**config.mk**
```make
export PLATFORM = sky130hd
export DESIGN_NAME = packet_cntl
export DESIGN_NICKNAME = d
export VERILOG_FILES = /design/src/rtl/pkt_cfg_pkg.sv /design/src/rtl/pkt_types_pkg.sv /design/src/rtl/packet_cntl.sv /design/src/rtl/packet_sram.sv
export SDC_FILE = /design/constraint.sdc
export NUM_CORES = 1
export LEC_CHECK = 0
export BUFFER_PORTS_ARGS = -buffer_cell sky130_fd_sc_hd__buf_2
export CAP_MARGIN = 25
export CORE_MARGIN = 3
export CORE_UTILIZATION = 57
export CTS_BUF_LIST = sky130_fd_sc_hd__clkbuf_8
export DETAILED_ROUTE_END_ITERATION = 8
export PLACE_DENSITY = 0.77
export SLEW_MARGIN = 20
export SYNTH_ARGS = -nofsm -noshare
export SYNTH_HDL_FRONTEND = slang
export SYNTH_SLANG_ARGS = --single-unit
```
**constraint.sdc**
```tcl
create_clock -name clk -period 4.5 [get_ports clk]
set_input_delay 0.45 -clock clk [delete_from_list [all_inputs] [get_ports clk]]
set_output_delay 0.45 -clock clk [all_outputs]
set_load 0.05 [all_outputs]
```
**src/rtl/pkt_cfg_pkg.sv**
```systemverilog
`default_nettype none

package pkt_cfg_pkg;

    // ======================================================================
    // Lane partitioning
    // ======================================================================
    localparam int LANES    = 4;                        // Packet controllers.
    localparam int LANE_W   = $clog2(LANES);            // Destination lane field.

    // ======================================================================
    // Packet word and lane buffer
    // ======================================================================
    localparam int PACKET_W = 32;
    localparam int LANE_LSB = PACKET_W - LANE_W;        // Lane field sits on top.
    localparam int DEPTH    = 16;                       // Lines per lane SRAM.
    localparam int ADDR_W   = $clog2(DEPTH);

    // Replay control and statistics.
    localparam int MAX_REPLAY = 8;
    localparam int ITER_W     = $clog2(MAX_REPLAY + 1); // Holds 0 to MAX_REPLAY.
    localparam int DROP_CNT_W = 16;

endpackage

`default_nettype wire

```
**src/rtl/pkt_types_pkg.sv**
```systemverilog
`default_nettype none

package pkt_types_pkg;

    // ======================================================================
    // Packet beat
    // ======================================================================
    // Datapath and edge packets share this layout. The destination lane
    // lives in the top LANE_W bits of the packet word.
    typedef struct packed {
        logic                             valid;   // One-cycle strobe.
        logic [pkt_cfg_pkg::PACKET_W-1:0] packet;
    } packet_beat_t;

    // ======================================================================
    // Lane SRAM request
    // ======================================================================
    // One address serves both the write and the read port.
    typedef struct packed {
        logic                             we;      // Active high write.
        logic [pkt_cfg_pkg::ADDR_W-1:0]   addr;
        logic [pkt_cfg_pkg::PACKET_W-1:0] data;
    } sram_req_t;

endpackage

`default_nettype wire

```
**src/rtl/packet_cntl.sv**
```systemverilog
`default_nettype none

module packet_cntl (
    input  logic                           clk,
    input  logic                           reset,
    input  pkt_types_pkg::packet_beat_t    dp_beat,
    input  pkt_types_pkg::packet_beat_t    edge_beat,
    input  logic                           grant,
    input  logic [pkt_cfg_pkg::ITER_W-1:0] replay_iter,
    input  logic                           replay_flag,
    output logic                           nonempty,
    output pkt_types_pkg::packet_beat_t    rd_beat,
    output logic                           lane_done
);

    typedef enum logic {
        ST_STREAM,
        ST_DONE
    } state_t;

    state_t                           state;
    logic [pkt_cfg_pkg::ADDR_W-1:0]   wr_ptr;
    logic [pkt_cfg_pkg::ADDR_W-1:0]   rd_ptr;
    logic                             streaming;
    logic                             wr_in;
    logic                             wr_en;
    logic                             rd_en;
    logic                             rd_valid;
    logic                             replay_rewind;
    logic                             replay_stop;
    pkt_types_pkg::sram_req_t         sram_req;
    logic [pkt_cfg_pkg::PACKET_W-1:0] sram_rd_data;

    // ======================================================================
    // Request decode
    // ======================================================================
    assign streaming     = (state == ST_STREAM);
    assign wr_in         = dp_beat.valid || edge_beat.valid;
    assign wr_en         = streaming && wr_in;
    assign rd_en         = streaming && grant;
    assign replay_rewind = replay_flag && (replay_iter != '0);
    assign replay_stop   = replay_flag && (replay_iter == '0);

    // A writing lane hides itself from the drain for that cycle.
    assign nonempty  = streaming && !wr_in && (rd_ptr != wr_ptr);
    assign lane_done = (state == ST_DONE);

    always_comb begin
        sram_req.we   = wr_en;
        sram_req.addr = wr_en ? wr_ptr : rd_ptr;
        sram_req.data = dp_beat.valid ? dp_beat.packet : edge_beat.packet; // Datapath wins.
    end

    // ======================================================================
    // State and pointers
    // ======================================================================
    always_ff @(posedge clk) begin
        if (reset) begin
            state <= ST_STREAM;
        end else if (streaming && replay_stop) begin
            state <= ST_DONE;                       // Sticky until reset.
        end
    end

    always_ff @(posedge clk) begin
        if (reset) begin
            wr_ptr   <= '0;
            rd_ptr   <= '0;
            rd_valid <= 1'b0;
        end else begin
            rd_valid <= rd_en;                      // Lines up with SRAM output.
            if (wr_en) begin
                wr_ptr <= wr_ptr + 1'b1;            // Wraps over the oldest word.
            end
            if (replay_rewind) begin
                rd_ptr <= '0;                       // Stored data is kept for replay.
            end else if (rd_en) begin
                rd_ptr <= rd_ptr + 1'b1;
            end
        end
    end

    always_comb begin
        rd_beat.valid  = rd_valid;
        rd_beat.packet = sram_rd_data;
    end

    packet_sram u_sram (
        .clk     (clk),
        .req     (sram_req),
        .rd_en   (rd_en),
        .rd_data (sram_rd_data)
    );

    // The drain must only pick lanes that advertise nonempty.
    assert property (@(posedge clk) disable iff (reset) grant |-> streaming)
        else $error("packet_cntl: grant to a done lane");

    assert property (@(posedge clk) disable iff (reset) grant |-> !wr_in)
        else $error("packet_cntl: grant during a lane write");

endmodule

`default_nettype wire

```
**src/rtl/packet_sram.sv**
```systemverilog
`default_nettype none

module packet_sram (
    input  logic                             clk,
    input  pkt_types_pkg::sram_req_t         req,
    input  logic                             rd_en,
    output logic [pkt_cfg_pkg::PACKET_W-1:0] rd_data
);

    logic [pkt_cfg_pkg::PACKET_W-1:0] mem [pkt_cfg_pkg::DEPTH];

    // Write port.
    always_ff @(posedge clk) begin
        if (req.we) begin
            mem[req.addr] <= req.data;
        end
    end

    // Registered read, data shows up the cycle after rd_en.
    always_ff @(posedge clk) begin
        if (rd_en) begin
            rd_data <= mem[req.addr];
        end
    end

    // Single port, so the controller and the drain must keep reads off write cycles.
    assert property (@(posedge clk) !(req.we && rd_en))
        else $error("packet_sram: write and read in the same cycle");

endmodule

`default_nettype wire

```
# ---- After elaboration in Yosys (flattened, before gate mapping)
# Memories as Yosys holds them, arrays and structs flattened. A register that Yosys moved wholly into a read port is not among the register bits.
# Cells that the tools add are included.
dict set report classes {
  reduce_logical 12
  n_addsub 2
  eq_ne 1
  muxes 4
  bitwise 1
}
# cell count
set op_table {}
lappend op_table {{$mux W32} 1}
lappend op_table {{$add A4 B1 Y4 const B} 2}
lappend op_table {{$logic_and A1 B1 Y1} 7}
lappend op_table {{$logic_not A4 Y1} 1}
lappend op_table {{$mux W4} 1}
lappend op_table {{$ne A4 B4 Y1} 1}
lappend op_table {{$reduce_bool A4 Y1} 1}
lappend op_table {{$mux W1} 2}
lappend op_table {{$reduce_or A2 Y1} 1}
lappend op_table {{$logic_not A1 Y1} 1}
lappend op_table {{$logic_or A1 B1 Y1} 1}
lappend op_table {{$not A1 Y1} 1}
dict set report totals {
  input_bits 74
  ramBits 512
  ff_bits 10
  word_cells 25
  output_inout_bits 35
  mem_count 1
}
# name words word_bits read_ports rd_clocked_by_memory_dff wr line_no
set memory_table {}
lappend memory_table {u_sram.mem 16 32 1 1 1 packet_sram.sv:10} ;# logic [pkt_cfg_pkg::PACKET_W-1:0] mem [pkt_cfg_pkg::DEPTH];

# ---- Depth between registers and ports, before layout
dict set report depth {
  ltp_word 4
  mapped_depth 9
  ltp_nobuf 5
}

# ---- Hierarchy
# A second synthesis with hierarchy kept.
dict set report hier_totals {
  hier_cells 935
  area_unflattened_um2 21110.2
}
# module cells_per_inst instances area_each_um2
set by_module_without_submodules {}
lappend by_module_without_submodules {packet_sram 840 1 20183.1}
lappend by_module_without_submodules {packet_cntl 95 1 927.1}

# ---- Worst setup path before layout
# OpenSTA, ideal clock, no wires.
dict set report synth_path {
  kind {reg2reg}
  from {register state (netlist: lane_done)}
  to {memory u_sram.mem[1][0] (netlist name) (enable)}
  n_path_buf 2
  required_time_ps 4039
  slack_ps 104
  stages_incl_launch_ff 7
  setup_ps 461
  t_arrival_ps 3935
  cell_sequence {dfxtp_1 -> o21ba_4 -> buf_6 -> mux2i_1 -> nand2_1 -> clkbuf_1 -> nor3_1}
}
dict set report synth_between {
  elab_chain_cells 4
  elab_cells_between_ends 5
  cone_classes {3 x mux; 1 x bitwise; 1 x reduce/logical}
}
# item line_no
set synth_lines {}
lappend synth_lines {{start: declaration} packet_cntl.sv:21} ;# state_t state;
lappend synth_lines {{start signal: assignment} packet_cntl.sv:59} ;# state <= ST_STREAM;
lappend synth_lines {{start signal: assignment} packet_cntl.sv:61} ;# state <= ST_DONE;
lappend synth_lines {{$not A1 Y1 *} packet_cntl.sv:37} ;# assign streaming = (state == ST_STREAM);
lappend synth_lines {{$logic_and A1 B1 Y1 *} packet_cntl.sv:39} ;# assign wr_en = streaming && wr_in;
lappend synth_lines {{$mux W1} packet_sram.sv:14} ;# if (req.we) begin
lappend synth_lines {{$mux W1 (implied by the code)} packet_sram.sv:15} ;# mem[req.addr] <= req.data;
lappend synth_lines {{end: declaration} packet_sram.sv:10}
# Every way passes the cells marked *; elsewhere a longest branch is shown, timed or not.

# ---- Worst setup path in the final report
dict set report layout_path {
  from {register state (netlist: lane_done)}
  to {memory u_sram.mem[8][17] (netlist name) (enable)}
}
# Same word-level chain as after synthesis.

==> results.cfg <==
[final_layout]
final_area_mm2 = 0.0240
antenna_cells = 0
ff_latch_area_mm2 = 0.0165
drive_gt1_share_pct = 36.8
multi_input_area_mm2 = 0.00434
final_common_cell = edfxtp_1
final_cell_mix = edfxtp_1, mux4_2, buf_2
nFillCells = 2222
area_growth_pct = 13.7
nNetsFinal = 1195

[worst_setup_path]
crit_top_cell = buf_4
slowest_delay_ps = 550
reg2reg_setup_slack_ps = 1210
path_cells = o21ba_4 -> mux2i_1 -> nand2_2 -> buf_4 -> nor2_4 -> buf_4
cp-end-kind = flop
r2r-start = lane_done
cp_slowest_cell = nand2_2
crit_fanout = 28
arrival_ps = 3540
cp.required_ps = 4750
startpoint_type = flop
ff2ff_path_depth = 6
r2r-end = u_sram.mem[8][17]
path_class = reg -> reg

[floorplan]
core_mm2 = 0.0360
start_util_pct = 58.6
fp-row-count = 69
dieArea_mm2 = 0.0394
io_pins = 109
die_h_um = 198
fp.dieW_um = 198

[logic_synthesis]
synthArstFlopShare_pct = 0
syn_area_per_cell_um2 = 22.7
yosysWarnings = 0
synth-seq-area-share_pct = 78.3
postSynthCellCount = 931
ys_seq_elements = 554
syn-num-nets = 1007
synth_edf_count = 544
synth.distinct_cells = 30
synth-main-ff-cell = edfxtp_1
synth_area_mm2 = 0.0211

[sta]
relSlewSlack_pct = 39.5
fmax_mhz = 304
worstMarginPinSlew_ps = 908
period_share_pct = 73.1
rsz0062_at_grt = no
setup_viol = 0
hold_viol = 0
holdWs_ps = 115
final_max_slew_viol_count = 0
tns_ps = 0
final.setup_skew_ps = 33.9
period_minus_slack_ps = 3290

[min_path]
min_from = reset
min_delay_path_depth = 2
hold_end = wr_ptr[2]
hp-class = in -> reg

[global_routing]
antenna_found_initial = 0
grt_first_pass_wirelength_mm = 66.0
grt_pass1_vias = 10800
grt_overflow = 0
track_usage_pct = 23.1
grt_max_degree = 61

[route]
viasPerCell = 6.24
first_iter_violations = 919
drc = 0
first_pass_iters = 5
finalWirelength_mm = 44.0
ant_nets = 0
wl_per_cell_um = 26.7
vias = 10300

[run_status]
outcome = complete, no violations

[place]
placed_area_mm2 = 0.0224
gp_congestion = 0.735
io_buffers = 108
dp_hpwl_mm = 24.7

[clock_tree]
holdBufCountCts = 0
clk_pin_slew_ps = 60
cts_tree = built
clkLatencyLatePin_ps = 630
cts-root-buf = clkbuf_8
cts_inserted_buffers = 85
cts_setup_buffers = 0
cts_sinks = 554
cts_buffer_depth = 3
cts_resized = 0
h-tree-depth = 3

[power]
leakage_uw = 0.00805
p_total_uw = 10900
ir_drop_mv = 0.269
p_per_area_mw_per_mm2 = 455

[run]
maxCapViolations = 0
-- synthesized netlist by cell type, types with 4 or more instances --
library cell  instances  share of area, %
mux2i_1               4              0.19
clkbuf_1             11              0.20
xor2_1                8              0.33
buf_6                15              0.80
mux4_2              128                14
edfxtp_1            544                77
dfxtp_1              10              0.95
mux2_2               34               1.8
nor3_1                6              0.14
o22ai_1              64               1.9
buf_4                11              0.39
nor2_1               53              0.94
nand2_1              11              0.20
buf_2                11              0.26
-- critical path: cells and delay by family, from the launching register on --
kind	cells	cell delay, ps
simple gates	2	770
flops	1	410
compound gates	1	400
buf+inv	2	940
mux	1	360
-- power breakdown --
| part | total, uW | internal (uW) | switching, uW | leakage (uW) |
|---|---|---|---|---|
| clock network | 3810 | 2000 | 1810 | 0.000925 |
| logic | 1160 | 467 | 690 | 0.00210 |
| registers | 5960 | 5900 | 56.3 | 0.00503 |
-- per-stage QoR --
step	cells	setup WS [ps]	utilization [%]
final	1645	1210	66.7
after global routing	1645	1140	66.7
after CTS	1643	1260	66.5
after detailed placement	1491	1200	62.2
after global placement	1491	1210	62.2
after floorplan	931	104	-
-- cells by family after synthesis --
family | share of synthesized area (%)
muxes | 15.8
and+or+nand+nor | 1.55
DFF | 78.3
xor gates and xnor gates | 0.415
buffers and inverters | 1.74
AOI/OAI and AO/OA | 2.07
adders and majority gates | 0.119
-- state kept, by name (all words and copies together), names as in the netlist --
signal	count
lane_done	1
rd_ptr	4
rd_valid	1
u_sram.mem	512
u_sram.rd_data	32
wr_ptr	4
-- final cells by class --
class                           instances  share of cell area [%]
Tap cell                              461                    2.40
Multi-Input combinational cell        326                    18.1
Sequential cell                       554                    68.9
Clock inverter                         63                    1.41
Clock buffer                           89                    5.10
Inverter                                1                  0.0156
Timing Repair Buffer                  151                    4.10
-- per-layer routing --
| layer | wire [um] | vias to the layer above | track usage [%] |
|---|---|---|---|
| met1 | 17200 | 5338 | 32.3 |
| met2 | 21400 | 505 | 36.0 |
| li1 | - | 4325 | - |
| met5 | 0 | - | 0 |
| met3 | 4060 | 90 | 6.06 |
| met4 | 1290 | 0 | 8.46 |
-- how the worst max path moves through the flow --
| stage | slack, ps | depth (start not counted) | startpoint | to |
|---|---|---|---|---|
| after floorplan | 100 | 6 | lane_done | u_sram.mem[1][0] |
| after global placement | 1210 | 7 | dp_beat[32] | u_sram.rd_data[6] |
| after detailed placement | 1200 | 7 | edge_beat[32] | u_sram.rd_data[1] |
| after CTS | 1260 | 6 | lane_done | u_sram.mem[8][11] |
| after global routing | 1140 | 6 | lane_done | u_sram.mem[8][11] |
| final | 1210 | 6 | lane_done | u_sram.mem[8][17] |
Note: power is estimated with default switching activity, not from simulation.
