<file path="config.mk">
export PLATFORM = sky130hd
export DESIGN_NAME = packet_dispatch
export DESIGN_NICKNAME = d
export VERILOG_FILES = /design/src/rtl/pkt_cfg_pkg.sv /design/src/rtl/pkt_types_pkg.sv /design/src/rtl/packet_dispatch.sv
export SDC_FILE = /design/constraint.sdc
export NUM_CORES = 1
export LEC_CHECK = 0
export BUFFER_PORTS_ARGS = -buffer_cell sky130_fd_sc_hd__buf_2
export CORE_AREA = 2 2 135 137
export CTS_CLUSTER_SIZE = 12
export DETAILED_ROUTE_END_ITERATION = 6
export DIE_AREA = 0 0 137 139
export SLEW_MARGIN = 20
export SYNTH_ARGS = -nofsm -noshare
export SYNTH_HDL_FRONTEND = slang
export SYNTH_SLANG_ARGS = --single-unit
</file>
<file path="constraint.sdc">
create_clock -name clk -period 2.84 [get_ports clk]
set_input_delay 0.142 -clock clk [delete_from_list [all_inputs] [get_ports clk]]
set_output_delay 0.142 -clock clk [all_outputs]
set_load 0.05 [all_outputs]
</file>
<file path="src/rtl/pkt_cfg_pkg.sv">
`default_nettype none

package pkt_cfg_pkg;

    // ======================================================================
    // Lane partitioning
    // ======================================================================
    localparam int LANES    = 4;                        // Packet controllers.
    localparam int LANE_W   = $clog2(LANES);            // Destination lane field.

    // ======================================================================
    // Packet word and lane buffer
    // ======================================================================
    localparam int PACKET_W = 32;
    localparam int LANE_LSB = PACKET_W - LANE_W;        // Lane field sits on top.
    localparam int DEPTH    = 16;                       // Lines per lane SRAM.
    localparam int ADDR_W   = $clog2(DEPTH);

    // Replay control and statistics.
    localparam int MAX_REPLAY = 8;
    localparam int ITER_W     = $clog2(MAX_REPLAY + 1); // Holds 0 to MAX_REPLAY.
    localparam int DROP_CNT_W = 16;

endpackage

`default_nettype wire

</file>
<file path="src/rtl/pkt_types_pkg.sv">
`default_nettype none

package pkt_types_pkg;

    // ======================================================================
    // Packet beat
    // ======================================================================
    // Datapath and edge packets share this layout. The destination lane
    // lives in the top LANE_W bits of the packet word.
    typedef struct packed {
        logic                             valid;   // One-cycle strobe.
        logic [pkt_cfg_pkg::PACKET_W-1:0] packet;
    } packet_beat_t;

    // ======================================================================
    // Lane SRAM request
    // ======================================================================
    // One address serves both the write and the read port.
    typedef struct packed {
        logic                             we;      // Active high write.
        logic [pkt_cfg_pkg::ADDR_W-1:0]   addr;
        logic [pkt_cfg_pkg::PACKET_W-1:0] data;
    } sram_req_t;

endpackage

`default_nettype wire

</file>
<file path="src/rtl/packet_dispatch.sv">
`default_nettype none

module packet_dispatch (
    input  logic                               clk,
    input  logic                               reset,
    input  pkt_types_pkg::packet_beat_t        dp_in,
    input  pkt_types_pkg::packet_beat_t        edge_in,
    output pkt_types_pkg::packet_beat_t        lane_dp   [pkt_cfg_pkg::LANES],
    output pkt_types_pkg::packet_beat_t        lane_edge [pkt_cfg_pkg::LANES],
    output logic [pkt_cfg_pkg::DROP_CNT_W-1:0] edge_drop_count
);

    logic [pkt_cfg_pkg::LANE_W-1:0] dp_lane;
    logic [pkt_cfg_pkg::LANE_W-1:0] edge_lane;
    logic                           edge_drop;

    // Destination lane from the top bits.
    assign dp_lane   = dp_in.packet[pkt_cfg_pkg::PACKET_W-1:pkt_cfg_pkg::LANE_LSB];
    assign edge_lane = edge_in.packet[pkt_cfg_pkg::PACKET_W-1:pkt_cfg_pkg::LANE_LSB];

    // ======================================================================
    // Lane fan-out
    // ======================================================================
    always_comb begin
        for (int i = 0; i < pkt_cfg_pkg::LANES; i++) begin
            lane_dp[i].packet   = dp_in.packet;
            lane_dp[i].valid    = dp_in.valid && (dp_lane == i);
            lane_edge[i].packet = edge_in.packet;
            lane_edge[i].valid  = edge_in.valid && (edge_lane == i);
        end
    end

    // The lane controller keeps the datapath packet and drops this edge packet.
    assign edge_drop = dp_in.valid && edge_in.valid && (dp_lane == edge_lane);

    always_ff @(posedge clk) begin
        if (reset) begin
            edge_drop_count <= '0;
        end else if (edge_drop && (edge_drop_count != '1)) begin
            edge_drop_count <= edge_drop_count + 1'b1;  // Saturates.
        end
    end

endmodule

`default_nettype wire

</file>
; ---- After elaboration in Yosys (flattened, before gate mapping)
; Index checks and enable logic that the tools add are counted.
[word_totals]
output_inout_bits = 280
wordCells = 23
regBits = 16
inputBits = 68
[classes]
n_reduce_logical = 13
addsub = 1
n_eq_ne = 8
[ops]
columns = op, n
row1 = adder 16 x 1 -> 16 bit (second input constant), 1
row2 = != test 16 bit (second input constant), 1
row3 = logical AND 1 bit, 11
row4 = equality test 2 bit (second input constant), 4
row5 = equality test 2 x 1 -> 1 bit (second input constant), 2
row6 = logical NOT 2 bit, 2
row7 = equality test 2 bit, 1

; ---- Depth between registers and ports, before layout
; Gate-level depths: netlist (run 1).
[depth]
depth_word = 3
ltp_mapped = 6
mapped_depth_nobuf = 6

; ---- Least setup slack after synthesis (run 1)
; Ideal clock, no wire load.
[synth_path]
kind = reg-to-reg
start = register edge_drop_count[0] in the netlist's numbering
end = register edge_drop_count[15] in the netlist's numbering
period_less_slack_ns = 2.218
path_slack_ns = 0.622
setup_ns = 0.123
arrival_time_ns = 2.095
n_path_buf = 0
path_stages_with_launch = 7
t_required_ns = 2.717
path_cell_list = dfxtp_1 > ha_1 > nand3_1 > or4_4 > and4_1 > nand2_1 > mux2_1
[synth_between]
elab_chain_len = 2
elab_cells_between_ends = 3
classes_between = add/sub: 1 / eq/ne: 1 / reduce/logical: 1
[synth_lines]
columns = item, line
row1 = from (decl), packet_dispatch.sv:10  ; output logic [pkt_cfg_pkg::DROP_CNT_W-1:0] edge_drop_count
row2 = from (signal assigned), packet_dispatch.sv:40  ; edge_drop_count <= edge_drop_count + 1'b1;
row3 = "parallel branches: the longest is 2 deep, another holds adder 16 x 1 -> 16 bit", -
; Parallel ways; which one is timed is not known.
; A chain may end at the register's enable or synchronous reset.

; ---- Worst setup path after layout (run 1)
; Ends and elaborated chain as after synthesis.

==> run metrics, run 1 <==
Slew Limit Fails 0; max incr delay on CP between 400 and 500 ps; Max clock buf depth 2; post-layout util 8.44%; H-tree depth 1; Leak roughly 0.56 nW; post-synth top area cell buf_4; FF/Latch Area ~320 um^2; Tot GR Track Use approximately 5%; Largest regs edge_drop_count (16); first-pass GRT wire length slightly above 7 mm; vias in the first global route between 1000 and 1500; CTS root buf clkbuf_16; initial antenna violation count 0; worst hold-check path type in2reg; CP cell instances ha_1 > nand3_1 > or4_4 > and4_1 > nand2_1 > mux2_1; Rows between 40 and 50; commonest non-fill, non-tap cell in the layout buf_2; Final min period 1950 ps; most flop-heavy register edge_drop_count; Switch Pwr 180 uW; CP max-delay cell or4_4; Final Hold Viols 0; post-route ant nets 0; Max FO, Critical Path 6; sequential share of power 35.3%; Filler cells approximately 2100; period utilization between 60% and 70%; Synth top area share between 60% and 70%; WP data arrival about 2100 ps; routed len/inst 13.5 um; Comb power frac between 15 and 20%; unrepaired setup endpoints after global routing false; most frequent cells in the layout buf_2 (47), nor2_1 (19), dfxtp_1 (16); worst-margin pin slew 538 ps; sequential area share after synthesis approximately 11%; 1st-pass router iterations 4; Post-synth EDFFs 0; Primary FF master, synth dfxtp_1; skew final 1.08 ps; sum of negative setup slack 0 ps; Clock power frac a little under half; area of the multi-input gates around 560 um^2; initial drt markers 24; synth top area cells buf_4 (68%), dfxtp_1 (11%), nor2_1 (2.5%), nand4_1 (2.2%), xnor2_1 (2.2%); Post-CTS Setup Bufs 0; clk sinks 16; Int Power roughly 460 uW; Synth Area per Inst a little under 8 um^2; CTS Buf Count 3; cell area after layout between 1000 and 1500 um^2; max FFs per register 16; Tot Pwr around 640 uW; gr ovfl total 0; Final #Nets between 200 and 250; Post-DP HPWL ~4.3 mm; FF+latch count, synth 16; Placed Area roughly 1400 um^2; vias per inst between 3 and 4; ys async rst share 0%; Die Wd ~140 um; status complete, no violations; starting density of the core 15.9%; Syn Std Cell Area between 2000 and 3000 um^2; Crit Path Category reg2reg; DRC 0; cells after synthesis 364; clk_lat worst skew about 250 ps; Startpoint Class flip-flop; Reg clk slew, reported paths 50 ps; CTS tree done; largest net degree at the start of global routing 18; Distinct cells, synth 32; Port Buffers 47; Routed WL 5.21 mm; hold-fix buffers at CTS 0; CP Capture Type flip-flop; Die ar. around 19000 um^2; via count about 1200; layout cell share with drive strength beyond 1 approximately a third; Worst slew margin a little over three fifths; core area between 15000 and 20000 um^2; Peak supply drop ~0.00037 V; synthesis warning total 0; area grow syn2layout -47.0%; Sw Ratio 28.1%; Max-cap violations 0; PostCTS Resize Cnt 0; Chip Height between 100 and 150 um; Placer Congestion slightly below 0.8; CP Data Required Time approximately 3000 ps; upper clock frequency limit between 500 and 600 MHz; I/O pin cnt 348; # diodes 0; final setup fails 0; syn nets roughly 430; PwrDens 431 nW/um^2
==> power groups by stage <==
stage | registers (mW) | logic, mW | clock network, mW
3_5_place_dp | 0.232 | 0.108 | 0
2_1_floorplan | 0.234 | 1.00 | 0
3_3_place_gp | 0.231 | 0.109 | 0
4_1_cts | 0.227 | 0.109 | 0.314
6_report | 0.227 | 0.108 | 0.307
5_1_grt | 0.227 | 0.114 | 0.325
==> through the flow <==
| step | worst slack [ps] | cells | hold slack [ps] |
|---|---|---|---|
| floorplan | 622 | 364 | 422 |
| global placement | 960 | 381 | 285 |
| detailed placement | 911 | 381 | 285 |
| finish | 891 | 385 | 262 |
| CTS | 896 | 385 | 263 |
| global route | 756 | 385 | 280 |
==> worst max-delay path, delay by kind of cell, from the launching register on <==
kind          cells  cell delay [ps]
flops             1              430
simple gates      4              870
mux               1              310
fa+ha+maj         1              230
==> cells by family after synthesis <==
| group | synth area share (%) |
|---|---|
| buf+inv | 68.9 |
| simple gates | 12.0 |
| flops | 11.4 |
| xor+xnor | 3.74 |
| compound gates | 2.49 |
| mux | 1.11 |
| fa+ha+maj | 0.445 |
==> layer usage <==
layer  vias to the layer above  wire [um]  track usage, %
met1                       432       1360            4.20
li1                        485          -               -
met3                        60       1270            5.01
met2                       181       2200            6.94
met4                         0        387            4.07
met5                         -          0               0
==> Yosys cell counts, types with 2 or more instances <==
cell type,instances
nand3_1,6
and3b_1,2
nand2_1,7
nor3_1,2
and3_1,4
a211oi_1,3
nor3b_1,2
mux2i_1,2
buf_4,256
xnor2_1,7
and2_1,2
clkbuf_1,2
nor2_1,19
nand3b_1,2
nand4_1,10
a21oi_1,3
xor2_1,5
dfxtp_1,16
==> layout make-up <==
type                    instances  area share, %
clock buffers                   4           5.96
repair buffers                 47           15.8
well taps                     229           19.2
inverters                       1          0.252
multi-input cells              88           37.3
flip-flops and latches         16           21.5
==> worst paths after layout <==
kind                            slack, ps             endpoint                 from  cells past startpoint
worst max-delay path                  890  edge_drop_count[15]   edge_drop_count[0]                      6
worst min-delay path                  260   edge_drop_count[6]                reset                      2
worst max register to register        890  edge_drop_count[15]   edge_drop_count[0]                      6
worst min register to register        540  edge_drop_count[12]  edge_drop_count[12]                      3
No activity file was read; power rests on OpenSTA's default activity.
==> run 2, diff against run 1 <==
ABC_AREA = 1   (was not set)
CORE_AREA = 2 2 136 138   (was 2 2 135 137)
DIE_AREA = 0 0 138 140   (was 0 0 137 139)
clock period = 1.7 ns   (was 2.84 ns; I/O delays follow)
==> run 2 against run 1 <==
  * Combinational power rose by 88%
  * Die area up 1.5%
  * Critical path depth rose by 3
  * Critical path type unchanged
==> run metrics, run 2 <==
PwrDens 622 nW/um^2 (was 431 nW/um^2); commonest non-fill, non-tap cell in the layout nand2_1 (was buf_2); WP data arrival 1630 ps (was 2080 ps); H-tree depth 1 (unchanged); CTS tree done (unchanged); Max clock buf depth 2 (unchanged); worst hold-check path type in2reg (unchanged); xor-xnor portion of the synthesized cell area 0.566% (was 3.74%); Placed Area 1660 um^2 (was 1400 um^2); core area 17800 um^2 (was 17700 um^2); max FFs per register 16 (unchanged); Die ar. 19300 um^2 (was 19000 um^2); # diodes 0 (unchanged); CTS root buf clkbuf_16 (unchanged); Final #Nets 305 (was 226); Tot Pwr 1.09 mW (was 642 uW); compound-gate portion of the synthesized area 1.29% (was 2.49%); Max-cap violations 0 (unchanged); Final Hold Viols 0 (unchanged); synthesis warning total 0 (unchanged); Post-CTS Setup Bufs 0 (unchanged); Rows 49 (unchanged); Die Wd 138 um (was 137 um); largest net degree at the start of global routing 13 (was 18); Commonest cells post-synth buf_4 (256), nand2_1 (59), nor2_1 (35), inv_1 (23), dfxtp_1 (16) (was buf_4 (256), nor2_1 (19), dfxtp_1 (16), nand4_1 (10)); routed len/inst 11.5 um (was 13.5 um); clk sinks 16 (unchanged); unrepaired setup endpoints after global routing false (unchanged); cells after synthesis 442 (was 364); gr ovfl total 0 (unchanged); post-synthesis adder-cell area fraction 0.405% (was 0.445%); period utilization 86.3% (was 68.6%); upper clock frequency limit 682 MHz (was 513 MHz); Port Buffers 47 (unchanged); Syn Std Cell Area 3090 um^2 (was 2810 um^2); I/O pin cnt 348 (unchanged); main combinational cell family by area after synthesis buffers and inverters (unchanged); Leak 0.749 nW (was 0.558 nW); synth top area cells buf_4 (62%), dfxtp_1 (10%), nand2_1 (7.2%), nor2_1 (4.2%), nand3_2 (3.9%) (was buf_4 (68%), dfxtp_1 (11%), nor2_1 (2.5%), nand4_1 (2.2%), xnor2_1 (2.2%)); initial drt markers 87 (was 24); post-route ant nets 0 (unchanged); area grow syn2layout -43.4% (was -47.0%); most frequent cells in the layout nand2_1 (59), buf_2 (47), nor2_1 (35) (was buf_2 (47), nor2_1 (19), dfxtp_1 (16)); Peak supply drop 0.000809 V (was 0.000372 V); most common cell in the netlist buf_4 (unchanged); Routed WL 5.34 mm (was 5.21 mm); Largest regs edge_drop_count (16) (unchanged); dpl cells 460 (was 381); Distinct cells, synth 24 (was 32); FF+latch count, synth 16 (unchanged); Placer Congestion 0.785 (was 0.792); post-synth top area cell buf_4 (unchanged); Place WS 242 ps (was 911 ps); CP Data Required Time 1870 ps (was 2970 ps); sequential area share after synthesis 10.4% (was 11.4%); vias in the first global route 1342 (was 1058); Crit Path Category reg2reg (unchanged); final setup fails 0 (unchanged); vias per inst 2.98 (was 3.01); mux share of post-synthesis cell area 0% (was 1.11%); Post-synth EDFFs 0 (unchanged); layout cell share with drive strength beyond 1 34.0% (was 34.6%); most flop-heavy register edge_drop_count (unchanged); syn nets 511 (was 433); PostCTS Resize Cnt 0 (unchanged); CTS Buf Count 3 (unchanged); Chip Height 140 um (was 139 um); ys async rst share 0% (unchanged); Post-DP HPWL 4.33 mm (was 4.31 mm); CP Capture Type flip-flop (unchanged); first-pass GRT wire length 7.85 mm (was 7.16 mm); cell area after layout 1750 um^2 (was 1490 um^2); 1st-pass router iterations 4 (unchanged); sum of negative setup slack 0 ps (unchanged); Synth Area per Inst 7.00 um^2 (was 7.73 um^2); Worst slew margin 70.1% (was 63.2%); hold-fix buffers at CTS 0 (unchanged); status complete, no violations (unchanged); starting density of the core 17.4% (was 15.9%); Startpoint Class flip-flop (unchanged); clk_lat worst skew 240 ps (was 250 ps); Synth top area share 62.1% (was 68.3%); min setup slack post-route 233 ps (was 891 ps); Slew Limit Fails 0 (unchanged); Synth Area in Simple Gates 20.7% (was 12.0%); DRC 0 (unchanged); initial antenna violation count 0 (unchanged); fin cells 464 (was 385); skew final 1.35 ps (was 1.08 ps); Max FO, Critical Path 9 (was 6); via count 1384 (was 1158); Final min period 1470 ps (was 1950 ps); worst-margin pin slew 447 ps (was 538 ps); Tot GR Track Use 5.03% (was 5.02%); Reg clk slew, reported paths 50 ps (about the same); Primary FF master, synth dfxtp_1 (unchanged)
==> run 2: power breakdown <==
group	switching [mW]	total, mW	internal, mW
Clock	0.147	0.504	0.357
Sequential	0.00220	0.380	0.378
Combinational	0.164	0.203	0.0391
Total	0.313	1.09	0.775
==> run 2: kinds of logic after synthesis <==
group,Yosys count
buffers and inverters,286
adder cells (fa/ha/maj),1
XOR/XNOR,2
flip-flops,16
AO/OA/AOI/OAI,8
AND/OR/NAND/NOR,129
==> run 2: metrics by stage <==
| step | utilization, % | hold WS (ps) |
|---|---|---|
| after CTS | 9.84 | 66.5 |
| after detailed placement | 9.34 | 171 |
| after floorplan | - | 154 |
| after global placement | 9.34 | 171 |
| final | 9.84 | 71.0 |
| after global routing | 9.84 | 75.1 |
==> run 2: per-layer routing <==
| layer | GRT usage (%) | vias up | share of wire, % |
|---|---|---|---|
| met3 | 4.17 | 72 | 19 |
| met2 | 6.23 | 121 | 38 |
| met5 | 1.25 | - | 0 |
| met4 | 5.05 | 0 | 9.5 |
| met1 | 4.91 | 522 | 34 |
| li1 | - | 669 | - |
==> run 2: area by class of cell <==
class	count	area [um^2]
Fill cell	2118	16000
Multi-Input combinational cell	140	709
Sequential cell	16	323
Tap cell	229	287
Timing Repair Buffer	47	235
Inverter	28	106
Clock buffer	4	88.8
==> run 2: worst paths after layout <==
kind / from / to / slack (ps) / cells past startpoint
worst max-delay path: edge_drop_count[1] / edge_drop_count[4] / 230 / 9
worst min-delay path: reset / edge_drop_count[10] / 70 / 2
worst max register to register: edge_drop_count[1] / edge_drop_count[4] / 230 / 9
worst min register to register: edge_drop_count[0] / edge_drop_count[0] / 500 / 2
==> run 2: worst max-delay path: stages, from the launching register on <==
cell and delay, ps:
dfxtp_2 350, ha_1 190, nand2_1 100, nor2_4 150
nand2_2 80, clkinv_2 110, nand2_8 100, nand2_4 100
nand2_1 50, a21oi_1 160
